[src/source/priv_settings.svh]
`ifndef PRIV_SETTINGS_SVH
`define PRIV_SETTINGS_SVH

// Datapath widths.
`define PRIV_XLEN     32  // One machine word.
`define PRIV_CSR_AW   12  // CSR number field of the instruction.
`define PRIV_CAUSE_W  4   // Low code bits of mcause.

// Machine-mode CSR numbers.
`define PRIV_ADDR_MSTATUS   12'h300
`define PRIV_ADDR_MIE       12'h304
`define PRIV_ADDR_MTVEC     12'h305
`define PRIV_ADDR_MSCRATCH  12'h340
`define PRIV_ADDR_MEPC      12'h341
`define PRIV_ADDR_MCAUSE    12'h342
`define PRIV_ADDR_MBADADDR  12'h343
`define PRIV_ADDR_MIP       12'h344  // Read-only from software.

`endif
[src/source/priv_pkg.sv]
`default_nettype none
`include "priv_settings.svh"

package priv_pkg;

  // Plain vectors for the widths that carry meaning.
  typedef logic [`PRIV_XLEN-1:0]    word_t;
  typedef logic [`PRIV_CSR_AW-1:0]  csr_addr_t;
  typedef logic [`PRIV_CAUSE_W-1:0] cause_t;
  typedef logic [1:0]               csr_op_t;

  // Software CSR operation encodings.
  localparam csr_op_t CSR_OP_NONE  = 2'b00;
  localparam csr_op_t CSR_OP_WRITE = 2'b01;  // csrrw.
  localparam csr_op_t CSR_OP_SET   = 2'b10;  // csrrs.
  localparam csr_op_t CSR_OP_CLEAR = 2'b11;  // csrrc.

  // Synchronous exception codes.
  localparam cause_t INSN_MAL     = cause_t'(0);
  localparam cause_t INSN_FAULT   = cause_t'(1);
  localparam cause_t ILLEGAL_INSN = cause_t'(2);
  localparam cause_t BREAKPOINT   = cause_t'(3);
  localparam cause_t L_ADDR_MAL   = cause_t'(4);
  localparam cause_t L_FAULT      = cause_t'(5);
  localparam cause_t S_ADDR_MAL   = cause_t'(6);
  localparam cause_t S_FAULT      = cause_t'(7);
  localparam cause_t ENV_CALL_M   = cause_t'(11);

  // Interrupt codes reported with mcause[31] set.
  localparam cause_t SOFT_INT  = cause_t'(3);
  localparam cause_t TIMER_INT = cause_t'(7);
  localparam cause_t EXT_INT   = cause_t'(11);

  // Bit positions in mstatus and mie.
  localparam int MSTATUS_IE_BIT = 3;
  localparam int MIE_MSIE_BIT   = 3;  // Same slot as mip.MSIP.
  localparam int MIE_MTIE_BIT   = 7;  // Same slot as mip.MTIP.

  // Trap commit sequencer with one CSR write per step.
  typedef enum logic [2:0] {
    TRAP_IDLE,
    TRAP_EPC,
    TRAP_CAUSE,
    TRAP_BAD,
    TRAP_STATUS
  } trap_state_t;

endpackage

`default_nettype wire

[src/source/priv_unit.sv]
`default_nettype none
`include "priv_settings.svh"

module priv_unit (
  input  wire logic                 CLK,
  input  wire logic                 nRST,
  input  wire logic                 fault_l,
  input  wire logic                 mal_l,
  input  wire logic                 fault_s,
  input  wire logic                 mal_s,
  input  wire logic                 breakpoint,
  input  wire logic                 env_m,
  input  wire logic                 illegal_insn,
  input  wire logic                 fault_insn,
  input  wire logic                 mal_insn,
  input  wire logic                 ret,
  input  wire logic                 pipe_clear,
  input  wire priv_pkg::word_t      epc,
  input  wire priv_pkg::word_t      badaddr,
  input  wire logic                 timer_int,
  input  wire logic                 soft_int,
  input  wire logic                 ext_int,
  input  wire logic                 clear_timer_int,
  input  wire priv_pkg::csr_op_t    csr_op,
  input  wire priv_pkg::csr_addr_t  csr_addr,
  input  wire priv_pkg::word_t      csr_wdata,
  output logic                      intr,
  output logic                      trap_done,
  output priv_pkg::word_t           trap_vector,
  output priv_pkg::word_t           csr_rdata,
  output logic                      csr_stall
);

  // Trap controller requests.
  logic                trap_wr_req;
  priv_pkg::csr_addr_t trap_wr_addr;
  priv_pkg::word_t     trap_wr_data;
  // Software port requests.
  logic                sw_wr_req, sw_grant;
  priv_pkg::csr_addr_t sw_wr_addr;
  priv_pkg::word_t     sw_wr_data;
  // Shared write bus.
  logic                wr_en;
  priv_pkg::csr_addr_t wr_addr;
  priv_pkg::word_t     wr_data;
  // CSR file state.
  priv_pkg::csr_addr_t rd_addr;
  priv_pkg::word_t     rd_data, mie, mip;
  logic                mstatus_ie;

  priv_trap_control u_trap (
    .CLK(CLK), .nRST(nRST),
    .fault_l(fault_l), .mal_l(mal_l), .fault_s(fault_s), .mal_s(mal_s),
    .breakpoint(breakpoint), .env_m(env_m), .illegal_insn(illegal_insn),
    .fault_insn(fault_insn), .mal_insn(mal_insn),
    .ret(ret), .pipe_clear(pipe_clear), .epc(epc), .badaddr(badaddr),
    .mstatus_ie(mstatus_ie), .mie(mie), .mip(mip),
    .intr(intr), .trap_done(trap_done),
    .trap_wr_req(trap_wr_req), .trap_wr_addr(trap_wr_addr), .trap_wr_data(trap_wr_data)
  );

  priv_csr_port u_port (
    .csr_op(csr_op), .csr_addr(csr_addr), .csr_wdata(csr_wdata),
    .rd_data(rd_data), .sw_grant(sw_grant),
    .rd_addr(rd_addr), .csr_rdata(csr_rdata), .csr_stall(csr_stall),
    .sw_wr_req(sw_wr_req), .sw_wr_addr(sw_wr_addr), .sw_wr_data(sw_wr_data)
  );

  priv_csr_arbiter u_arb (
    .trap_wr_req(trap_wr_req), .trap_wr_addr(trap_wr_addr), .trap_wr_data(trap_wr_data),
    .sw_wr_req(sw_wr_req), .sw_wr_addr(sw_wr_addr), .sw_wr_data(sw_wr_data),
    .sw_grant(sw_grant), .wr_en(wr_en), .wr_addr(wr_addr), .wr_data(wr_data)
  );

  // mtvec leaves here as the trap vector.
  priv_csr_file u_csrs (
    .CLK(CLK), .nRST(nRST),
    .wr_en(wr_en), .wr_addr(wr_addr), .wr_data(wr_data),
    .rd_addr(rd_addr),
    .timer_int(timer_int), .soft_int(soft_int), .ext_int(ext_int),
    .clear_timer_int(clear_timer_int),
    .rd_data(rd_data), .mstatus_ie(mstatus_ie), .mie(mie), .mip(mip),
    .mtvec(trap_vector)
  );

endmodule

`default_nettype wire

[src/source/priv_csr_file.sv]
`default_nettype none
`include "priv_settings.svh"

module priv_csr_file (
  input  wire logic                 CLK,
  input  wire logic                 nRST,
  input  wire logic                 wr_en,
  input  wire priv_pkg::csr_addr_t  wr_addr,
  input  wire priv_pkg::word_t      wr_data,
  input  wire priv_pkg::csr_addr_t  rd_addr,
  input  wire logic                 timer_int,
  input  wire logic                 soft_int,
  input  wire logic                 ext_int,
  input  wire logic                 clear_timer_int,
  output priv_pkg::word_t           rd_data,
  output logic                      mstatus_ie,
  output priv_pkg::word_t           mie,
  output priv_pkg::word_t           mip,
  output priv_pkg::word_t           mtvec
);

  // Writable bits per register.
  localparam priv_pkg::word_t MSTATUS_MASK =
    priv_pkg::word_t'(1) << priv_pkg::MSTATUS_IE_BIT;
  localparam priv_pkg::word_t MIE_MASK =
    (priv_pkg::word_t'(1) << priv_pkg::MIE_MSIE_BIT) |
    (priv_pkg::word_t'(1) << priv_pkg::MIE_MTIE_BIT);
  localparam priv_pkg::word_t MTVEC_MASK = ~priv_pkg::word_t'(3);  // Direct mode, word aligned.
  localparam priv_pkg::word_t MCAUSE_MASK =
    (priv_pkg::word_t'(1) << (`PRIV_XLEN - 1)) |
    priv_pkg::word_t'((1 << `PRIV_CAUSE_W) - 1);

  priv_pkg::word_t mstatus;
  priv_pkg::word_t mscratch;
  priv_pkg::word_t mepc;
  priv_pkg::word_t mcause;
  priv_pkg::word_t mbadaddr;
  priv_pkg::word_t mip_next;  // Hardware pending-bit update.

  // Pending bits follow the interrupt lines, not the bus.
  always_comb begin
    mip_next = mip;
    if (timer_int)          mip_next[priv_pkg::MIE_MTIE_BIT] = 1'b1;
    if (soft_int || ext_int) mip_next[priv_pkg::MIE_MSIE_BIT] = 1'b1;
    if (clear_timer_int)    mip_next[priv_pkg::MIE_MTIE_BIT] = 1'b0;  // Clear wins.
  end

  always_ff @(posedge CLK, negedge nRST) begin
    if (!nRST) begin
      mstatus  <= '0;
      mie      <= '0;
      mip      <= '0;
      mtvec    <= '0;
      mscratch <= '0;
      mepc     <= '0;
      mcause   <= '0;
      mbadaddr <= '0;
    end else begin
      if (wr_en) begin
        case (wr_addr)
          `PRIV_ADDR_MSTATUS:  mstatus  <= wr_data & MSTATUS_MASK;
          `PRIV_ADDR_MIE:      mie      <= wr_data & MIE_MASK;
          `PRIV_ADDR_MTVEC:    mtvec    <= wr_data & MTVEC_MASK;
          `PRIV_ADDR_MSCRATCH: mscratch <= wr_data;
          `PRIV_ADDR_MEPC:     mepc     <= wr_data;
          `PRIV_ADDR_MCAUSE:   mcause   <= wr_data & MCAUSE_MASK;
          `PRIV_ADDR_MBADADDR: mbadaddr <= wr_data;
          default: ;  // mip and unknown numbers drop the write.
        endcase
      end
      mip <= mip_next;
    end
  end

  // Combinational read for the software port.
  always_comb begin
    case (rd_addr)
      `PRIV_ADDR_MSTATUS:  rd_data = mstatus;
      `PRIV_ADDR_MIE:      rd_data = mie;
      `PRIV_ADDR_MIP:      rd_data = mip;
      `PRIV_ADDR_MTVEC:    rd_data = mtvec;
      `PRIV_ADDR_MSCRATCH: rd_data = mscratch;
      `PRIV_ADDR_MEPC:     rd_data = mepc;
      `PRIV_ADDR_MCAUSE:   rd_data = mcause;
      `PRIV_ADDR_MBADADDR: rd_data = mbadaddr;
      default:             rd_data = '0;
    endcase
  end

  assign mstatus_ie = mstatus[priv_pkg::MSTATUS_IE_BIT];

endmodule

`default_nettype wire

[src/source/priv_csr_arbiter.sv]
`default_nettype none
`include "priv_settings.svh"

module priv_csr_arbiter (
  input  wire logic                 trap_wr_req,
  input  wire priv_pkg::csr_addr_t  trap_wr_addr,
  input  wire priv_pkg::word_t      trap_wr_data,
  input  wire logic                 sw_wr_req,
  input  wire priv_pkg::csr_addr_t  sw_wr_addr,
  input  wire priv_pkg::word_t      sw_wr_data,
  output logic                      sw_grant,
  output logic                      wr_en,
  output priv_pkg::csr_addr_t       wr_addr,
  output priv_pkg::word_t           wr_data
);

  // Trap commit has fixed priority over software.
  assign sw_grant = sw_wr_req & ~trap_wr_req;

  // One write per cycle on the shared bus.
  assign wr_en = trap_wr_req | sw_wr_req;

  // Winner's address and data onto the bus.
  always_comb begin
    if (trap_wr_req) begin
      wr_addr = trap_wr_addr;
      wr_data = trap_wr_data;
    end else begin
      wr_addr = sw_wr_addr;   // Ignored unless sw_wr_req.
      wr_data = sw_wr_data;
    end
  end

endmodule

`default_nettype wire

[src/source/priv_csr_port.sv]
`default_nettype none
`include "priv_settings.svh"

module priv_csr_port (
  input  wire priv_pkg::csr_op_t    csr_op,
  input  wire priv_pkg::csr_addr_t  csr_addr,
  input  wire priv_pkg::word_t      csr_wdata,
  input  wire priv_pkg::word_t      rd_data,
  input  wire logic                 sw_grant,
  output priv_pkg::csr_addr_t       rd_addr,
  output priv_pkg::word_t           csr_rdata,
  output logic                      csr_stall,
  output logic                      sw_wr_req,
  output priv_pkg::csr_addr_t       sw_wr_addr,
  output priv_pkg::word_t           sw_wr_data
);

  priv_pkg::word_t new_value;  // Result of the read-modify-write.
  logic            has_bits;   // Nonzero mask for set and clear.

  // Read side is a straight lookup into the CSR file.
  assign rd_addr   = csr_addr;
  assign csr_rdata = rd_data;  // Old value back to the pipeline.

  assign has_bits = |csr_wdata;

  // New value formed from the current one.
  always_comb begin
    case (csr_op)
      priv_pkg::CSR_OP_WRITE: new_value = csr_wdata;
      priv_pkg::CSR_OP_SET:   new_value = rd_data | csr_wdata;
      priv_pkg::CSR_OP_CLEAR: new_value = rd_data & ~csr_wdata;
      default:                new_value = rd_data;
    endcase
  end

  // csrrs and csrrc with a zero mask only read.
  always_comb begin
    sw_wr_req = 1'b0;
    if (csr_op == priv_pkg::CSR_OP_WRITE) begin
      sw_wr_req = 1'b1;
    end else if (csr_op != priv_pkg::CSR_OP_NONE) begin
      sw_wr_req = has_bits;
    end
  end

  assign sw_wr_addr = csr_addr;
  assign sw_wr_data = new_value;

  // Pipeline holds the op steady until the bus is ours.
  assign csr_stall = sw_wr_req & ~sw_grant;

endmodule

`default_nettype wire

[src/source/priv_trap_control.sv]
`default_nettype none
`include "priv_settings.svh"

module priv_trap_control (
  input  wire logic             CLK,
  input  wire logic             nRST,
  input  wire logic             fault_l,
  input  wire logic             mal_l,
  input  wire logic             fault_s,
  input  wire logic             mal_s,
  input  wire logic             breakpoint,
  input  wire logic             env_m,
  input  wire logic             illegal_insn,
  input  wire logic             fault_insn,
  input  wire logic             mal_insn,
  input  wire logic             ret,
  input  wire logic             pipe_clear,
  input  wire priv_pkg::word_t  epc,
  input  wire priv_pkg::word_t  badaddr,
  input  wire logic             mstatus_ie,
  input  wire priv_pkg::word_t  mie,
  input  wire priv_pkg::word_t  mip,
  output logic                  intr,
  output logic                  trap_done,
  output logic                  trap_wr_req,
  output priv_pkg::csr_addr_t   trap_wr_addr,
  output priv_pkg::word_t       trap_wr_data
);

  priv_pkg::cause_t      ex_src;      // Winning exception code.
  logic                  exception;
  priv_pkg::cause_t      intr_src;    // Winning interrupt code.
  logic                  intr_fired;  // Enabled and pending.
  logic                  intr_latch;
  logic                  bad_cause;   // Cause reports an address.
  logic                  trap_start;
  priv_pkg::trap_state_t state, state_next;
  priv_pkg::word_t       epc_q, bad_q;
  priv_pkg::cause_t      cause_q;
  logic                  intr_q, bad_ok_q, ret_q;
  priv_pkg::word_t       cause_wd, status_wd;

  // Fixed exception priority with loads first.
  always_comb begin
    exception = 1'b1;
    ex_src    = priv_pkg::INSN_MAL;
    if (fault_l)           ex_src = priv_pkg::L_FAULT;
    else if (mal_l)        ex_src = priv_pkg::L_ADDR_MAL;
    else if (fault_s)      ex_src = priv_pkg::S_FAULT;
    else if (mal_s)        ex_src = priv_pkg::S_ADDR_MAL;
    else if (breakpoint)   ex_src = priv_pkg::BREAKPOINT;
    else if (env_m)        ex_src = priv_pkg::ENV_CALL_M;
    else if (illegal_insn) ex_src = priv_pkg::ILLEGAL_INSN;
    else if (fault_insn)   ex_src = priv_pkg::INSN_FAULT;
    else if (mal_insn)     ex_src = priv_pkg::INSN_MAL;
    else                   exception = 1'b0;
  end

  // Timer beats soft. External requests land in MSIP, so EXT_INT is the fallback.
  always_comb begin
    intr_src = priv_pkg::EXT_INT;
    if (mie[priv_pkg::MIE_MTIE_BIT] && mip[priv_pkg::MIE_MTIE_BIT])
      intr_src = priv_pkg::TIMER_INT;
    else if (mie[priv_pkg::MIE_MSIE_BIT] && mip[priv_pkg::MIE_MSIE_BIT])
      intr_src = priv_pkg::SOFT_INT;
  end

  assign intr_fired = mstatus_ie &
                      ((mie[priv_pkg::MIE_MTIE_BIT] & mip[priv_pkg::MIE_MTIE_BIT]) |
                       (mie[priv_pkg::MIE_MSIE_BIT] & mip[priv_pkg::MIE_MSIE_BIT]));

  assign intr       = exception | intr_latch;  // To pipeline control.
  assign bad_cause  = exception &&
                      !(ex_src inside {priv_pkg::BREAKPOINT, priv_pkg::ENV_CALL_M});
  assign trap_start = (state == priv_pkg::TRAP_IDLE) && pipe_clear &&
                      (exception || intr_latch);

  // Hold the interrupt until the pipe drains.
  always_ff @(posedge CLK, negedge nRST) begin
    if (!nRST) begin
      intr_latch <= 1'b0;
    end else if (pipe_clear) begin
      intr_latch <= 1'b0;
    end else if (intr_fired && state == priv_pkg::TRAP_IDLE) begin  // ie stays set mid-commit.
      intr_latch <= 1'b1;
    end
  end

  // Trap context sampled on the pipe_clear cycle.
  always_ff @(posedge CLK) begin
    if (trap_start) begin
      epc_q    <= epc;
      bad_q    <= badaddr;
      cause_q  <= exception ? ex_src : intr_src;  // Exceptions beat interrupts.
      intr_q   <= ~exception;
      bad_ok_q <= bad_cause;
    end
  end

  always_comb begin
    state_next = state;
    case (state)
      priv_pkg::TRAP_IDLE: begin
        if (trap_start) state_next = priv_pkg::TRAP_EPC;
        else if (ret)   state_next = priv_pkg::TRAP_STATUS;  // mret takes one step.
      end
      priv_pkg::TRAP_EPC:   state_next = priv_pkg::TRAP_CAUSE;
      priv_pkg::TRAP_CAUSE: state_next = priv_pkg::TRAP_BAD;
      priv_pkg::TRAP_BAD:   state_next = priv_pkg::TRAP_STATUS;
      default:              state_next = priv_pkg::TRAP_IDLE;
    endcase
  end

  always_ff @(posedge CLK, negedge nRST) begin
    if (!nRST) begin
      state <= priv_pkg::TRAP_IDLE;
      ret_q <= 1'b0;
    end else begin
      state <= state_next;
      if (state == priv_pkg::TRAP_IDLE) ret_q <= ret && !trap_start;
    end
  end

  // Write values for the mcause and mstatus steps.
  always_comb begin
    cause_wd                          = '0;
    cause_wd[`PRIV_XLEN-1]            = intr_q;
    cause_wd[`PRIV_CAUSE_W-1:0]       = cause_q;
    status_wd                         = '0;
    status_wd[priv_pkg::MSTATUS_IE_BIT] = ret_q;  // Set on mret, clear on entry.
  end

  always_comb begin
    trap_wr_req  = 1'b0;
    trap_wr_addr = `PRIV_ADDR_MEPC;
    trap_wr_data = epc_q;
    trap_done    = 1'b0;
    case (state)
      priv_pkg::TRAP_EPC: trap_wr_req = 1'b1;
      priv_pkg::TRAP_CAUSE: begin
        trap_wr_req  = 1'b1;
        trap_wr_addr = `PRIV_ADDR_MCAUSE;
        trap_wr_data = cause_wd;
      end
      priv_pkg::TRAP_BAD: begin
        trap_wr_req  = bad_ok_q;  // Skipped for breakpoint, ecall and interrupts.
        trap_wr_addr = `PRIV_ADDR_MBADADDR;
        trap_wr_data = bad_q;
      end
      priv_pkg::TRAP_STATUS: begin
        trap_wr_req  = 1'b1;
        trap_wr_addr = `PRIV_ADDR_MSTATUS;
        trap_wr_data = status_wd;
        trap_done    = 1'b1;
      end
      default: ;
    endcase
  end

endmodule

`default_nettype wire

[config.mk]
export PLATFORM = sky130hd
export DESIGN_NAME = priv_unit
export DESIGN_NICKNAME = d
export VERILOG_FILES = /design/src/source/priv_pkg.sv /design/src/source/priv_unit.sv /design/src/source/priv_csr_file.sv /design/src/source/priv_csr_arbiter.sv /design/src/source/priv_csr_port.sv /design/src/source/priv_trap_control.sv
export VERILOG_INCLUDE_DIRS = /design/src /design/src/source
export SDC_FILE = /design/constraint.sdc
export NUM_CORES = 1
export LEC_CHECK = 0
export ABC_AREA = 1
export BUFFER_PORTS_ARGS = -buffer_cell sky130_fd_sc_hd__buf_2
export CAP_MARGIN = 20
export CORE_MARGIN = 2
export CORE_UTILIZATION = 50
export CTS_BUF_LIST = sky130_fd_sc_hd__clkbuf_8 sky130_fd_sc_hd__clkbuf_16
export CTS_CLUSTER_DIAMETER = 120
export DETAILED_ROUTE_END_ITERATION = 10
export HOLD_SLACK_MARGIN = 0.1
export PLACE_DENSITY = 0.84
export SYNTH_ARGS = -nofsm -noshare
export SYNTH_HDL_FRONTEND = slang
export SYNTH_SLANG_ARGS = --single-unit
[constraint.sdc]
create_clock -name CLK -period 2.8 [get_ports CLK]
set_clock_uncertainty 0.05 [all_clocks]
set_input_delay 0.7 -clock CLK [delete_from_list [all_inputs] [get_ports CLK]]
set_output_delay 0.7 -clock CLK [all_outputs]
set_load 0.05 [all_outputs]
==> results.md <==
- Core ar.: 19600 sq um
- CP peak stage delay: 220 ps
- Vias in the first global route: 8887
- Die area: about 21000 sq um
- Top post-synthesis cells by area: dfrtp_1, edfxtp_1, nand2_1, nand3_1, o21ai_1
- Critical Path Most Common Cell: buf_12
- Seq cells post-synth: 211
- Max-Cap Viols: 0
- CP endpoint kind: output port
- First-pass GRT wire length: 46.5 mm
- CTS buffer count: 23
- Layout cell share with drive strength beyond 1: 22.7%
- CTS tree: yes
- Top Ports: a little under 200
- Avg Inst Size Synth: 8.44 sq um
- CP cell instances: buf_2 > nor2_2 > nand2_1 > nor2_4 > buf_12 > clkbuf_16 > nand3_1 > nand4_1 > buf_12
- Setup-failing EPs final: 0
- Fin cells: 1667
- Reg2reg start: u_trap.state[0]
- Most frequent cell after synthesis: nand2_1
- Pin count of the biggest net entering global routing: 67
- Multi-input logic area: between 4000 and 5000 sq um
- Met3 Use GR: 5.08%
- Tmin final: roughly 2800 ps
- DP Wirelength: 20.3 mm
- Mapped Cells: between 1000 and 1500
- ANT nets after route: 0
- Hold Vio Cnt, Final: 0
- NumNets Final: 1514
- Synth Area in XOR/XNOR: 0.0871%
- Dominant cell type by area after synthesis: dfrtp_1
- Storage element area: between 5000 and 6000 sq um
- Vias: 9568
- Post-synthesis simple-gate area fraction: between 20% and 30%
- Area of the mapped netlist: approximately 10000 sq um
- Clock root buffer: clkbuf_16
- RSZ-0062 raised after global routing: yes
- LEAKAGE: 5.92 nW
- Layout area overhead: 25.8%
- Drt wl/cell: 18.2 um
- Fin util: 64.5%
- Met1 usage: 37.9%
- Initial Utilization: 51.3%
- Register area share after synthesis: 56.0%
- Grt met2 use: 41.9%
- Rel. slew slack: 55.3%
- Synth top cells by count: nand2_1, nand3_1, dfrtp_1, o21ai_1, edfxtp_1
- Final wirelength: 30.4 mm
- Setup_tns: 0 ps
- Dpl cells: 1617
- Die height: 146 um
- Mux share of post-synthesis cell area: 0%
- Die Wd: 146 um
- Max Fclk: 361 MHz
- R2r setup slk: 300 ps
- Yosys warning count: 0
- Top-area cell type share of the netlist area: 35.1%
- Residual DRC: 0
- Adder-cell share of the synthesized area: 0%
- Largest family of logic cells by synthesized area: simple AND/OR/NAND/NOR gates
- Compound-Gate Fraction of Synth Area: 10.5%
- Clock Sinks: 211
- Power Density: 942 nW/um^2
- Total grt overflow: 0
- Worst-path clk slew: around 50 ps
- GPL Wtd Cong: 0.901
- R2R depth: 12
- Clk buf depth: 3
- Hold Path Class: in2async
- GR peak layer: met2
- Fill cells: 1578
- Number of synthesized flops with an enable pin: 70
- Crit path launch: csr_addr[3]
- IO buf count: 191
- Max FO, Critical Path: 16
- Number of diodes: 0
- Pwr Total: about 12 mW
- Slew Viols, Final: 0
- Post-DR vias/cell: 5.74
- Critical-path top delay cell: nand4_1
- WS Path Type: in2out
- Worst r2r dst: u_csrs.mbadaddr[16]
- Clock latency on the worst-skew pair: 500 ps
- First-pass DRT Iterations: 6
- GRT Util Overall: 27.2%
- Worst EP required: around 2000 ps
- Slew @ Worst Pin: between 600 and 700 ps
- Drt initial violations: 924
- Initial antenna violation count: 0
- Status: completed
- Unique masters post-synth: 35
- Post-synth top flop: dfrtp_1
- Period utilisation layout: 98.9%
- Max rail drop VDD: about 0.00054 V
- Startpoint type of the worst setup path: input pin
- Post-synth ARST share: between 60% and 70%
- Row count: 51
- Critical path arrival: 2020 ps
- Max H-tree Level: 1
- Hold WS: approximately 120 ps
-- through the flow --
| stage | cell area, sq um | worst slack (ps) |
|---|---|---|
| after floorplan | 10100 | -312 |
| after global placement | 11600 | -5.98 |
| after detailed placement | 11600 | -34.0 |
| after CTS | 12300 | 4.68 |
| after global routing | 12600 | -35.2 |
| final | 12600 | 30.7 |
-- critical path: cells and delay by family --
kind | cells | cell delay, ps
and+or+nand+nor | 5 | 710
buffers and inverters | 4 | 610
-- power by group --
| part | switching [mW] | internal, mW | total [mW] |
|---|---|---|---|
| sequential | 0.450 | 4.11 | 4.56 |
| clock | 1.21 | 1.48 | 2.69 |
| combinational | 3.36 | 1.30 | 4.66 |
| total | 5.02 | 6.89 | 11.9 |
-- cell type report --
cell class | instances | share of cell area (%)
timing repair buffer | 244 | 14.3
multi-input combinational | 867 | 32.1
clock buffer | 23 | 4.55
tap | 265 | 2.62
sequential | 211 | 44.5
clock inverter | 17 | 0.614
inverter | 40 | 1.22
-- state kept, by name (all words and copies together) (netlist names), 4 cells and up --
register / flops
u_csrs.mepc: 32
u_trap.bad_q: 32
u_csrs.mscratch: 32
u_trap.epc_q: 32
u_csrs.mbadaddr: 32
u_csrs.mtvec: 30
u_csrs.mcause: 5
u_trap.cause_q: 4
-- cells in the final DEF, fill, tap and decap left out, types with 18 or more instances in the layout --
master     Yosys  layout
a21oi_1       36      36
buf_12         0      18
buf_2         22     158
buf_4          3      44
clkbuf_16      0      27
dfrtp_1      141     141
edfxtp_1      70      70
inv_1         35      40
nand2_1      377     374
nand3_1      174     173
nand4_1       30      30
nor2_1        52      39
o21ai_0       62      62
o21ai_1       94      94
-- per-layer routing --
metal  share of wire [%]  up-vias
met4                 4.5        0
met5                   0        -
met3                  11      105
met1                  40     4432
li1                    -     4439
met2                  45      592
-- how the worst max path moves through the flow --
stage                                 end  slack [ps]  cells after the start
final                       csr_rdata[16]          30                      9
after global routing         csr_rdata[2]         -40                     11
after CTS                   csr_rdata[20]           5                      9
after detailed placement     csr_rdata[2]         -30                      9
after global placement       csr_rdata[3]          -6                     10
after floorplan           u_trap.bad_ok_q        -310                      7
-- what timing repair did --
| item | in CTS | in global routing |
|---|---|---|
| cloned | 0 | 5 |
| resized for setup | 11 | 62 |
| hold buffers | 0 | 0 |
| buffers inserted | 0 | 5 |
| hold endpoints to repair | 0 | 0 |
| setup endpoints to repair | 11 | 33 |
| pin swaps | 0 | 3 |
-- cells by family after synthesis --
group | after synthesis
flops | 211
buf+inv | 114
compound gates | 204
other cells | 1
simple gates | 660
xor+xnor | 1
(Power assumes the default switching activity.)
